$ cat config.mk
export PLATFORM = sky130hd
export DESIGN_NAME = domain_seq
export DESIGN_NICKNAME = d
export VERILOG_FILES = /design/src/verilog/soc_cfg_pkg.sv /design/src/verilog/domain_seq.sv
export SDC_FILE = /design/constraint.sdc
export NUM_CORES = 1
export LEC_CHECK = 0
export ABC_AREA = 0
export BUFFER_PORTS_ARGS = -buffer_cell sky130_fd_sc_hd__buf_2
export CORE_AREA = 3 3 40 42
export DETAILED_ROUTE_END_ITERATION = 10
export DIE_AREA = 0 0 43 45
export PLACE_DENSITY = 0.46
export SETUP_SLACK_MARGIN = 0.02
export SYNTH_ARGS = -nofsm -noshare
export SYNTH_HDL_FRONTEND = slang
export SYNTH_SLANG_ARGS = --single-unit
$ cat constraint.sdc
create_clock -name clk -period 1.95 [get_ports clk]
set_input_delay 0.195 -clock clk [delete_from_list [all_inputs] [get_ports clk]]
set_output_delay 0.195 -clock clk [all_outputs]
set_load 0.05 [all_outputs]
$ cat src/verilog/soc_cfg_pkg.sv
package soc_cfg_pkg;

    // bank layout
    localparam int NO_BANKS   = 3;
    localparam int BANK_DEPTH = 1024;

    // word address inside one bank
    localparam int ADDR_WIDTH = 10;

    // data word carried to and from the banks
    localparam int DATA_WIDTH = 16;

    // full command word on the top-level port
    localparam int CMD_WIDTH = 32;

    // cycles of internal reset after the board reset releases
    localparam int RST_STRETCH   = 16;
    localparam int RST_CNT_WIDTH = $clog2(RST_STRETCH);

    // divider for the bank clock enable, 1 bit gives a tick every 2nd cycle
    localparam int DIV_WIDTH = 1;

endpackage
$ cat src/verilog/domain_seq.sv
`timescale 1ns/10ps

module domain_seq (
    input  logic clk,
    input  logic cpu_resetn,

    output logic rst,
    output logic tick
);

    logic [soc_cfg_pkg::RST_CNT_WIDTH-1:0] rst_cnt;
    logic [soc_cfg_pkg::DIV_WIDTH-1:0]     div_cnt;

    // stretch the board reset so the banks see a clean release
    always_ff @(posedge clk) begin
        if (!cpu_resetn) begin
            rst_cnt <= '0;
            rst     <= 1'b1;
        end else if (int'(rst_cnt) == soc_cfg_pkg::RST_STRETCH - 1) begin
            rst <= 1'b0;
        end else begin
            rst_cnt <= rst_cnt + 1'b1;
        end
    end

    // clock enable for the bank domain
    // tick fires when the divider wraps, so it stays low all through rst
    always_ff @(posedge clk) begin
        if (rst) begin
            div_cnt <= '0;
            tick    <= 1'b0;
        end else begin
            div_cnt <= div_cnt + 1'b1;
            tick    <= &div_cnt;
        end
    end

endmodule

==> results.toml <==
[status]
outcome = "finished clean"

[global_routing]
grt_overflow = 0
grt_use_total_pct = 6.68
grt_start_max_net_pins = 8
grt_pass1_wl_um = 903
antenna_found_initial = 0
grt_pass1_vias = 206

[setup_path]
crit_slowest_cell = "dfxtp_1"
cp-start-kind = "flip-flop"
timing.rr.end = "rst_cnt[1]"
reg2reg_slack_ns = 0.84
path_cells = "ha_1, and3_4, mux2i_1"
cp_max_fo = 5
max_stage_delay_ns = 0.40
r2r_start = "rst_cnt[0]"
reg2regPathDepth = 3
end_kind = "flip-flop"
crit_required_ns = 2.13
crit_type = "reg2reg"
worstSetupEndpoint = "rst_cnt[1]"
worstPathArrival_ns = 1.29
startpoint = "rst_cnt[0]"

[floorplan]
coreArea_um2 = 1280
die_w_um = 43
die_y_um = 45
start_util_pct = 20.3
num_io_pins = 4
rows = 13
die-area_um2 = 1940

[clock_tree]
cts-root-buf = "clkbuf_4"
clock_latency_ns = 0.25
clk_path_buf_depth = 2
cts_tree = "built"
post-cts-setup-buffers = 0
path_clk_slew_ns = 0.05
cts.sinks = 7
postCtsResizedCells = 0
cts_buffers = 3
holdBufCountCts = 0
cts_max_level = 1

[logic_synthesis]
synthXorXnorAreaFrac_pct = 0
syn_area_per_cell_um2 = 10.4
synth_commonest_cells = "dfxtp_1 (7), nand2_1 (3), inv_1 (2), mux2i_1 (2), o21ai_0 (2)"
yosysWarnings = 0
syn_inst = 25
synth_most_common_cell = "dfxtp_1"
muxShareOfSynthArea_pct = 7.69
synth.top_cell.area_share_pct = 53.8
synth-compound-area-share_pct = 13.5
yosysSeqAreaShare_pct = 53.8
synth_seq_cells = 7
syn_area_um2 = 260
ys_async_sr_fraction_pct = 0
yosys.area_share.simple_pct = 17.3
synth_top_family_by_area = "simple AND/OR/NAND/NOR gates"
synth_cell_type_count = 14
synth_edf_count = 0
synth_largest_area_cell = "dfxtp_1"
syn-num-nets = 28
ys_top_cells_by_area = "dfxtp_1 (54%), mux2i_1 (7.7%), ha_1 (4.8%), and3_4 (4.3%), nand2_1 (4.3%)"
ys.flop_type = "dfxtp_1"
synth_fa_ha_area_share_pct = 4.81

[final_layout]
n_antenna_cell = 0
drive_above_1_share_pct = 25.0
layoutNonFillerInstCount = 47
final_nets = 36
area_growth_pct = 23.1
final_core_util_pct = 24.9

[timing]
skew_ns = 0.00126
period_share_pct = 56.9
worstMarginPinSlew_ns = 0.249
fin_crit_ns = 1.11
hold_viol_final = 0
drv_slew = 0
max_slew_margin_pct = 83.5
finalSetupTns_ns = 0
fmax_ghz = 0.902
setup_viol = 0
rsz0062_at_grt = "no"

[power_and_ir_drop]
p_leak_nw = 0.139
max-vdd-ir-drop_uv = 287
power_uw = 301
power_density_nw_per_um2 = 939

[route]
drc_errors = 0
vias_per_cell = 4.40
final_antenna_net_count = 0
drt_first_iter_violations = 1
postRouteWirelength_um = 481
first_pass_iters = 3
vias = 207
drt-wirelength-per-cell_um = 10.2

[run]
max_cap_viol_count = 0

[worst_hold_path]
hold_path.class = "in2reg"

[placement]
dp_cells = 43
numPortBuffers = 3
gp_congestion = 0.770
-- cells in the final DEF (no fill, tap or decap), drive strengths merged --
| cell | instances |
|---|---|
| buf | 3 |
| nor2b | 1 |
| clkbuf | 4 |
| nor2 | 1 |
| o211a | 1 |
| ha | 1 |
| inv | 2 |
| a31oi | 1 |
| nand4 | 1 |
| nand2 | 3 |
| nand2b | 1 |
| o21ai | 2 |
| dfxtp | 7 |
| mux2i | 2 |
| and3 | 1 |
| a31o | 1 |
-- report_power, final --
| group | internal, mW | switching [mW] |
|---|---|---|
| combinational | 0.00645 | 0.00695 |
| sequential | 0.148 | 0.00611 |
| clock | 0.0782 | 0.0546 |
-- worst min path at each step --
| stage | startpoint | end | cells past startpoint |
|---|---|---|---|
| after floorplan | cpu_resetn | rst | 1 |
| after global placement | div_cnt | div_cnt | 1 |
| after detailed placement | div_cnt | div_cnt | 1 |
| after CTS | cpu_resetn | rst | 2 |
| after global routing | cpu_resetn | rst | 2 |
| final | cpu_resetn | rst | 2 |
-- flip-flops by register name (all words and copies together) (netlist names) --
register / flops
rst_cnt: 4
div_cnt: 1
rst: 1
tick: 1
-- kinds of logic after synthesis --
family,Yosys count
and+or+nand+nor,8
DFF,7
AOI/OAI and AO/OA,5
buffers and inverters,2
muxes,2
adders and majority gates,1
-- critical path, delay by kind of cell (launching register included) --
| family | cells | cell delay, ns |
|---|---|---|
| flops | 1 | 0.40 |
| fa+ha+maj | 1 | 0.25 |
| simple gates | 1 | 0.23 |
| mux | 1 | 0.17 |
-- per-layer routing --
layer	share of wire, %	vias up	global-route usage [%]
li1	-	105	-
met1	43	94	6.80
met2	43	6	9.28
met3	9.8	2	3.59
met4	4.0	0	7.23
met5	0	-	0
-- area by class of cell --
cell class,count,area (µm²)
tap,15,18.8
sequential,7,140
inverter,2,7.51
timing repair buffer,3,15.0
clock buffer,4,26.3
fill,143,965
multi-input combinational,16,113
-- through the flow --
stage	hold slack [ns]	instance area [µm²]	setup WS (ns)
3_3_place_gp	0.388	294	0.909
3_5_place_dp	0.398	294	0.850
2_1_floorplan	0.271	260	0.968
6_report	0.186	320	0.841
5_1_grt	0.212	320	0.746
4_1_cts	0.186	320	0.830
No activity file was read; power rests on OpenSTA's default activity.
