--- src/verilog/soc_cfg_pkg.sv ---
package soc_cfg_pkg;

    // bank layout
    localparam int NO_BANKS   = 3;
    localparam int BANK_DEPTH = 1024;

    // word address inside one bank
    localparam int ADDR_WIDTH = 10;

    // data word carried to and from the banks
    localparam int DATA_WIDTH = 16;

    // full command word on the top-level port
    localparam int CMD_WIDTH = 32;

    // cycles of internal reset after the board reset releases
    localparam int RST_STRETCH   = 16;
    localparam int RST_CNT_WIDTH = $clog2(RST_STRETCH);

    // divider for the bank clock enable, 1 bit gives a tick every 2nd cycle
    localparam int DIV_WIDTH = 1;

endpackage
--- src/verilog/soc_cmd_pkg.sv ---
package soc_cmd_pkg;

    localparam int OP_WIDTH       = 4;
    localparam int BANK_SEL_WIDTH = 2;

    // control view pads out whatever the opcode and mask leave over
    localparam int PAD_WIDTH = soc_cfg_pkg::CMD_WIDTH - OP_WIDTH - soc_cfg_pkg::NO_BANKS;

    // opcodes, anything else is rejected by the controller
    typedef enum logic [OP_WIDTH-1:0] {
        OP_READ   = 4'h1,
        OP_WRITE  = 4'h2,
        OP_PAUSE  = 4'h3,
        OP_RESUME = 4'h4,
        OP_RESET  = 4'h5
    } cmd_op_t;

    // memory access view
    typedef struct packed {
        cmd_op_t                              op;
        logic [BANK_SEL_WIDTH-1:0]            bank;
        logic [soc_cfg_pkg::ADDR_WIDTH-1:0]   addr;
        logic [soc_cfg_pkg::DATA_WIDTH-1:0]   wdata;
    } cmd_mem_t;

    // bank control view, one mask bit per bank
    typedef struct packed {
        cmd_op_t                            op;
        logic [soc_cfg_pkg::NO_BANKS-1:0]   mask;
        logic [PAD_WIDTH-1:0]               pad;
    } cmd_ctrl_t;

    typedef union packed {
        cmd_mem_t  mem;
        cmd_ctrl_t ctrl;
    } cmd_word_u;

    // controller states
    localparam int STATE_WIDTH = 3;

    localparam logic [STATE_WIDTH-1:0] IDLE        = 3'd0;
    localparam logic [STATE_WIDTH-1:0] ACCESS      = 3'd1;
    localparam logic [STATE_WIDTH-1:0] PAUSE_WAIT  = 3'd2;
    localparam logic [STATE_WIDTH-1:0] RESUME_WAIT = 3'd3;
    localparam logic [STATE_WIDTH-1:0] RESPOND     = 3'd4;

endpackage

--- src/verilog/domain_ctrl.sv ---
`timescale 1ns/10ps

module domain_ctrl (
    input  logic clk,
    input  logic rst,

    input  logic                   cmd_valid,
    input  soc_cmd_pkg::cmd_word_u cmd_word,

    output logic                               rsp_valid,
    output logic [soc_cfg_pkg::DATA_WIDTH-1:0] rsp_data,
    output logic                               rsp_err,
    output logic                               busy,

    output logic [soc_cfg_pkg::NO_BANKS-1:0]   bank_req,
    output logic [soc_cfg_pkg::NO_BANKS-1:0]   bank_we,
    output logic [soc_cfg_pkg::ADDR_WIDTH-1:0] bank_addr,
    output logic [soc_cfg_pkg::DATA_WIDTH-1:0] bank_wdata,

    output logic [soc_cfg_pkg::NO_BANKS-1:0] bank_rst,
    output logic [soc_cfg_pkg::NO_BANKS-1:0] pause_req,

    input  logic [soc_cfg_pkg::DATA_WIDTH-1:0] bank_rdata [soc_cfg_pkg::NO_BANKS],
    input  logic [soc_cfg_pkg::NO_BANKS-1:0]   bank_done,
    input  logic [soc_cfg_pkg::NO_BANKS-1:0]   bank_paused
);

    logic [soc_cmd_pkg::STATE_WIDTH-1:0] state;
    logic                                pend;
    soc_cmd_pkg::cmd_word_u              cmd_q;
    logic [soc_cfg_pkg::NO_BANKS-1:0]    pause_q;
    logic [soc_cfg_pkg::DATA_WIDTH-1:0]  data_q;
    logic                                err_q;

    soc_cmd_pkg::cmd_op_t                   op;
    logic [soc_cmd_pkg::BANK_SEL_WIDTH-1:0] sel;
    logic [soc_cfg_pkg::NO_BANKS-1:0]       mask;
    logic [soc_cfg_pkg::NO_BANKS-1:0]       sel_hot;
    logic                                   accept;
    logic                                   decode;
    logic                                   is_access;
    logic                                   access_ok;
    logic                                   acc_done;
    logic                                   req_on;

    // both views share the opcode field
    assign op   = cmd_q.mem.op;
    assign sel  = cmd_q.mem.bank;
    assign mask = cmd_q.ctrl.mask;

    // one-hot bank select, all zero for an out-of-range bank number
    always_comb begin
        for (int i = 0; i < soc_cfg_pkg::NO_BANKS; i++) begin
            sel_hot[i] = (int'(sel) == i);
        end
    end

    assign accept    = cmd_valid && !busy;
    assign decode    = (state == soc_cmd_pkg::IDLE) && pend;
    assign is_access = (op == soc_cmd_pkg::OP_READ) || (op == soc_cmd_pkg::OP_WRITE);
    assign access_ok = (|sel_hot) && !(|(bank_paused & sel_hot));
    assign acc_done  = |(bank_done & sel_hot);

    // req goes out already in the decode cycle and holds until done
    assign req_on = (decode && is_access && access_ok) || (state == soc_cmd_pkg::ACCESS);

    assign bank_req   = req_on ? sel_hot : '0;
    assign bank_we    = (op == soc_cmd_pkg::OP_WRITE) ? bank_req : '0;
    assign bank_addr  = cmd_q.mem.addr;
    assign bank_wdata = cmd_q.mem.wdata;

    // single-cycle reset pulse to the masked banks
    assign bank_rst  = (decode && op == soc_cmd_pkg::OP_RESET) ? mask : '0;
    assign pause_req = pause_q;

    assign rsp_valid = (state == soc_cmd_pkg::RESPOND);
    assign rsp_data  = data_q;
    assign rsp_err   = err_q;

    // command and read data registers
    always_ff @(posedge clk) begin
        if (accept) begin
            cmd_q <= cmd_word;
        end
        if (decode) begin
            data_q <= '0;
        end else if (state == soc_cmd_pkg::ACCESS && acc_done &&
                     op == soc_cmd_pkg::OP_READ) begin
            data_q <= bank_rdata[sel];
        end
    end

    always_ff @(posedge clk) begin
        if (rst) begin
            state   <= soc_cmd_pkg::IDLE;
            pend    <= 1'b0;
            busy    <= 1'b1;
            pause_q <= '0;
            err_q   <= 1'b0;
        end else begin
            case (state)
                soc_cmd_pkg::IDLE: begin
                    if (pend) begin
                        pend  <= 1'b0;
                        err_q <= 1'b0;
                        state <= soc_cmd_pkg::RESPOND;
                        case (op)
                            soc_cmd_pkg::OP_READ, soc_cmd_pkg::OP_WRITE: begin
                                if (access_ok) begin
                                    state <= soc_cmd_pkg::ACCESS;
                                end else begin
                                    err_q <= 1'b1;
                                end
                            end
                            soc_cmd_pkg::OP_PAUSE: begin
                                pause_q <= pause_q | mask;
                                state   <= soc_cmd_pkg::PAUSE_WAIT;
                            end
                            soc_cmd_pkg::OP_RESUME: begin
                                pause_q <= pause_q & ~mask;
                                state   <= soc_cmd_pkg::RESUME_WAIT;
                            end
                            soc_cmd_pkg::OP_RESET: begin
                                pause_q <= pause_q & ~mask;
                            end
                            default: begin
                                err_q <= 1'b1;
                            end
                        endcase
                    end else begin
                        // first cycle after rst still shows busy high
                        busy <= accept;
                        pend <= accept;
                    end
                end
                soc_cmd_pkg::ACCESS: begin
                    if (acc_done) begin
                        state <= soc_cmd_pkg::RESPOND;
                    end
                end
                soc_cmd_pkg::PAUSE_WAIT: begin
                    if ((bank_paused & mask) == mask) begin
                        state <= soc_cmd_pkg::RESPOND;
                    end
                end
                soc_cmd_pkg::RESUME_WAIT: begin
                    if ((bank_paused & mask) == '0) begin
                        state <= soc_cmd_pkg::RESPOND;
                    end
                end
                soc_cmd_pkg::RESPOND: begin
                    busy  <= 1'b0;
                    state <= soc_cmd_pkg::IDLE;
                end
                default: begin
                    state <= soc_cmd_pkg::IDLE;
                end
            endcase
        end
    end

endmodule

--- config.mk ---
export PLATFORM = sky130hd
export DESIGN_NAME = domain_ctrl
export DESIGN_NICKNAME = d
export VERILOG_FILES = /design/src/verilog/soc_cfg_pkg.sv /design/src/verilog/soc_cmd_pkg.sv /design/src/verilog/domain_ctrl.sv
export SDC_FILE = /design/constraint.sdc
export NUM_CORES = 1
export LEC_CHECK = 0
export BUFFER_PORTS_ARGS = -buffer_cell sky130_fd_sc_hd__buf_2
export CORE_MARGIN = 2
export CORE_UTILIZATION = 50
export DETAILED_ROUTE_END_ITERATION = 8
export HOLD_SLACK_MARGIN = 0.05
export PLACE_DENSITY_LB_ADDON = 0.12
export SLEW_MARGIN = 20
export SYNTH_ARGS = -nofsm -noshare
export SYNTH_HDL_FRONTEND = slang
export SYNTH_SLANG_ARGS = --single-unit
--- constraint.sdc ---
create_clock -name clk -period 4.8 [get_ports clk]
set_input_delay 0.48 -clock clk [delete_from_list [all_inputs] [get_ports clk]]
set_output_delay 0.48 -clock clk [all_outputs]
set_load 0.1 [all_outputs]
==> results of run 1 <==
cells in the mapped netlist, types with 2 or more instances:
cell / count / area share [%]
a2111oi_0: 9 / 2.6
a2111oi_2: 10 / 5.0
a21oi_1: 21 / 3.5
a31o_1: 3 / 0.88
and2_1: 4 / 0.84
and2b_1: 2 / 0.50
and3_1: 3 / 0.63
buf_2: 9 / 1.5
buf_4: 29 / 7.3
buf_6: 3 / 1.1
clkbuf_1: 2 / 0.25
dfxtp_1: 25 / 17
edfxtp_1: 32 / 32
inv_1: 5 / 0.63
mux2i_1: 18 / 6.0
nand2b_1: 8 / 1.7
nor2_1: 21 / 2.6
nor2b_1: 4 / 0.84
nor3_1: 22 / 3.7
nor4_1: 4 / 0.84
o21a_1: 3 / 0.75
o21ai_0: 3 / 0.50
registers in the layout (all words and copies together), names as in the netlist, named ones only:
| register | cells |
|---|---|
| busy | 1 |
| cmd_q | 32 |
| pend | 1 |
| rsp_data | 16 |
| rsp_err | 1 |
| state | 3 |
through the flow:
step	hold WS, ns	cell area (um^2)	setup WS, ns	std cells	total power [mW]
2_1_floorplan	0.526	2990	0.195	267	1.45
3_3_place_gp	0.480	3530	1.81	447	1.56
3_5_place_dp	0.487	3530	1.71	447	1.57
4_1_cts	0.292	3740	1.45	463	2.06
5_1_grt	0.287	3740	1.32	463	2.14
6_report	0.308	3740	1.46	463	2.05
kinds of logic (layout without fill, tap and decap cells):
group,count (synthesis),in the layout
buffers and inverters,48,169
multiplexers,19,19
AND/OR/NAND/NOR,80,80
AO/OA/AOI/OAI,63,63
flip-flops,57,57
worst paths after layout:
check	to	cells after the start
worst max-delay path	bank_we[0]	6
worst min-delay path	cmd_q[12]	1
worst min register to register	rsp_err	2
worst max register to register	rsp_data[0]	5
final cells by class:
| class | instances | area, um^2 |
|---|---|---|
| Clock inverter | 5 | 80.1 |
| Sequential cell | 57 | 1460 |
| Timing Repair Buffer | 148 | 748 |
| Clock buffer | 11 | 131 |
| Multi-Input combinational cell | 162 | 1210 |
| Tap cell | 75 | 93.8 |
| Fill cell | 513 | 2110 |
| Inverter | 5 | 18.8 |
critical path, cell delays in order, from the launching register on:
cell	delay, ns
edfxtp_1	0.76
buf_4	0.31
or3b_1	0.40
o21ai_2	0.09
a31oi_2	0.17
nor4_1	0.31
buf_2	0.48
report_power, final:
part           switching [mW]  internal, mW  total [mW]  leakage, nW
sequential             0.0675         0.610       0.677        0.500
combinational           0.700         0.182       0.883         1.00
clock                   0.195         0.291       0.486       0.0995
metal layers:
layer / wire (um) / part of all wire (%) / track usage, %
met4: 187 / 2.6 / 10.7
met2: 3460 / 48 / 33.9
met3: 452 / 6.3 / 5.89
met5: 0 / 0 / 0
met1: 3040 / 43 / 27.7
==> reports/metrics.yaml, run 1 <==
final_layout:
  syn2layout_area_growth_pct: 25.3
  fin_nets: 472
  finish.utilization_pct: 64.0
  drive_above_1_share_pct: 47.7
  antenna_cells: 0
  mostFrequentLayoutCells: "buf_2, edfxtp_1, dfxtp_1, nor3_1"
  final_common_cell: "buf_2"
synth:
  synth_top_family_by_area: "compound AO/OA/AOI/OAI gates"
  yosys.area_share.simple_pct: 15.6
  synth_fp_nets: 356
  ys_ff_latch: 57
  synth_edf_count: 32
  ys_warn_count: 0
  async_reset_ff_share_pct: 0
  syn_area_per_cell_um2: 11.2
  synth_area_um2: 2990
  synthAdderAreaFrac_pct: 0
  synthCells: 267
  netlist-cell-type-count: 49
  synth_compound_area_share_pct: 18.3
  synth-xor-area-share_pct: 0
  seq_area_frac_synth_pct: 48.9
  synth.mux.area_fraction_pct: 6.41
  synth_ff_type: "edfxtp_1"
cts:
  root_buffer: "clkbuf_8"
  ctsResizeCount: 0
  cts_sinks: 57
  cts_tree: "built"
  clkLatencyLatePin_ns: 0.34
  cts-htree-levels: 3
  cts_inserted_buffers: 9
  postCtsSetupRepairBufs: 0
  clockBufferDepth: 2
  hold_buffers: 0
  path_clk_slew_ns: 0.07
detailed_routing:
  drcViolationCount: 0
  wl_um: 7140
  drt.antenna.violating_nets: 0
  vias: 2468
  wl_per_cell_um: 15.4
  firstDrtPassIters: 5
  routed_via_density: 5.33
  drt-initial-drc-count: 144
setup_path:
  end_kind: "output port"
  required_ns: 4.32
  start_kind: "flip-flop"
  crit_start: "cmd_q[27]"
  cp_max_fo: 19
  critPathKind: "flip-flop to output port"
  cp.arrival_ns: 2.86
  r2r_start: "cmd_q[27]"
  r2r_setup_slack_ns: 1.69
sta:
  skew_ns: 0.00852
  rsz0062_at_grt: "no"
  setup_tns_ns: 0
  max_freq_mhz: 300
  tightest_slew_ns: 0.916
  fin_crit_sh_pct: 69.5
  relSlewSlack_pct: 38.6
  finalHoldViolations: 0
  drv_slew: 0
  setup_viol: 0
  post-route-min-period_ns: 3.34
placed_design:
  gp_congestion: 0.778
  port_buffers: 145
  dp_hpwl_um: 5270
floorplanning:
  die_y_um: 81.3
  die-area_um2: 6610
  io_pins: 146
  die_w_um: 81.3
  initial_core_util_pct: 51.1
  placementRows: 28
  core-area_um2: 5850
hold_path:
  min_path_type: "input pin to flip-flop"
  min-delay-start: "cmd_word[12]"
global_route:
  grt_usage_pct: 21.7
  grt_pass1_vias: 2270
  grt_antenna_before_repair: 0
  grt_overflow: 0
  grt_max_degree: 32
  grt_pass1_wl_um: 10600
pwr:
  ir_worst_vdd_v: 0.000409
  p_leak_nw: 1.60
  power.density_nw_per_um2: 547
job:
  maxCapViolCount: 0
outcome:
  status: "completed"
Power figures use the tool's default switching activity.
==> run 2: changes to the inputs <==
Settings changed: CORE_UTILIZATION 50 to 42.
Clock period 4.8 ns to 3 ns, I/O delays scaled along.
==> run 2 against run 1 <==
Against the previous run:
- combinational power increased by 65%
- register-to-register slack got worse by 0.87 ns
- global-route usage decreased by 3.4 points
- critical endpoint unchanged
==> reports/metrics.yaml, run 2 (synthesis results as in run 1) <==
outcome:
  status: "completed"
detailed_routing:
  met1Wirelength_um: 3200
  drcViolationCount: 0
  firstDrtPassIters: 4
  wl_met2_um: 3280
  vias: 2480
  highest_layer: "met4"
  wl_met3_um: 629
  wl_um: 7210
  drt-initial-drc-count: 73
  wl_per_cell_um: 14.8
  routed_via_density: 5.09
  drt.antenna.violating_nets: 0
setup_path:
  end_kind: "output port"
  cp_max_fo: 19
  worstPathCellList: "nor3_1 > and2_1 > buf_4 > a31oi_2 > nor4_2 > buf_12"
  max_stage_delay_ns: 0.39
  required_ns: 2.70
  worst-path-buf-inv: 2
  cp.arrival_ns: 2.31
  r2r_setup_slack_ns: 0.82
  slowest_stage: "dfxtp_1"
  path_delay_family: "simple AND/OR/NAND/NOR gates"
  critPathKind: "flip-flop to output port"
  start_kind: "flip-flop"
cts:
  cts_sinks: 57
  cts-htree-levels: 3
  ctsResizeCount: 0
  cts_inserted_buffers: 9
  root_buffer: "clkbuf_8"
  path_clk_slew_ns: 0.07
  postCtsSetupRepairBufs: 0
  clkLatencyLatePin_ns: 0.34
  clockBufferDepth: 2
  hold_buffers: 0
  cts_tree: "built"
final_layout:
  instances_no_fill: 487
  syn2layout_area_growth_pct: 31.6
  largest_reg_flops: 32
  regMostFlops: "cmd_q"
  drive_above_1_share_pct: 48.8
  fin_nets: 475
  mostFrequentLayoutCells: "buf_2, edfxtp_1, dfxtp_1, nor2_1, a21oi_1"
  stdcell_area_um2: 3930
  fillers: 610
  final_common_cell: "buf_2"
  antenna_cells: 0
global_route:
  grt_usage_pct: 18.3
  grt_pass1_vias: 2239
  grt_overflow: 0
  grt_pass1_wl_um: 10700
  grt_max_degree: 27
  grt_antenna_before_repair: 0
floorplanning:
  placementRows: 30
  die_y_um: 88.3
  core-area_um2: 6830
  io_pins: 146
  die_w_um: 88.3
  initial_core_util_pct: 43.7
  die-area_um2: 7800
sta:
  setup_viol: 0
  max_freq_mhz: 383
  post-route-min-period_ns: 2.61
  drv_slew: 0
  finalHoldViolations: 0
  fin_crit_sh_pct: 87.0
  skew_ns: 0.00746
  rsz0062_at_grt: "no"
  tightest_slew_ns: 0.981
  relSlewSlack_pct: 34.6
placed_design:
  dpl.cell_count: 471
  dpl-instance-area_um2: 3700
  port_buffers: 145
  dp_hpwl_um: 5360
  gp_congestion: 0.870
pwr:
  p_leak_nw: 1.66
  ir_worst_vdd_v: 0.000425
  total_power_mw: 3.39
  power.density_nw_per_um2: 862
job:
  maxCapViolCount: 0
hold_path:
  min_path_type: "input pin to flip-flop"
==> run 2: cell types whose count changed in the layout (fill, tap and decap cells not counted), sizes merged <==
cell / before / now
bufinv: 2 / 3
clkbuf: 11 / 10
clkinv: 1 / 2
clkinvlp: 2 / 1
buf: 148 / 151
==> run 2: report_power, final <==
part	switching (mW)	total [mW]	leakage, nW	internal, mW
Sequential	0.104	1.08	0.500	0.976
Clock	0.308	0.855	0.114	0.547
Combinational	1.14	1.46	1.04	0.314
==> run 2: area by class of cell <==
type,count,area (um^2),share of cell area (%)
clock buffer,10,128,3.25
clock inverter,6,106,2.71
tap,96,120,3.06
inverter,5,18.8,0.477
sequential,57,1460,37.2
timing repair buffer,151,861,21.9
multi-input combinational,162,1240,31.4
==> run 2: metal layers <==
layer / vias up / GRT usage, %
li1: 1224 / -
met1: 1137 / 23.9
met2: 110 / 28.3
met3: 9 / 5.50
met4: 0 / 8.26
met5: - / 0
==> run 2: stage by stage <==
step / utilization [%] / TNS [ns] / hold WS [ns] / worst slack, ns
3_3_place_gp: 54.1 / 0 / 0.476 / 0.779
3_5_place_dp: 54.1 / 0 / 0.479 / 0.752
5_1_grt: 57.5 / 0 / 0.114 / 0.208
2_1_floorplan: - / -0.315 / 0.399 / -0.315
4_1_cts: 57.5 / 0 / 0.118 / 0.375
6_report: 57.5 / 0 / 0.128 / 0.391
==> run 2: worst paths after layout <==
path / start / endpoint / cells after the start
min: cmd_word[26] / cmd_q[26] / 1
max reg2reg: cmd_q[27] / state[0] / 5
max: state[1] / bank_we[0] / 6
min reg2reg: rsp_err / rsp_err / 2
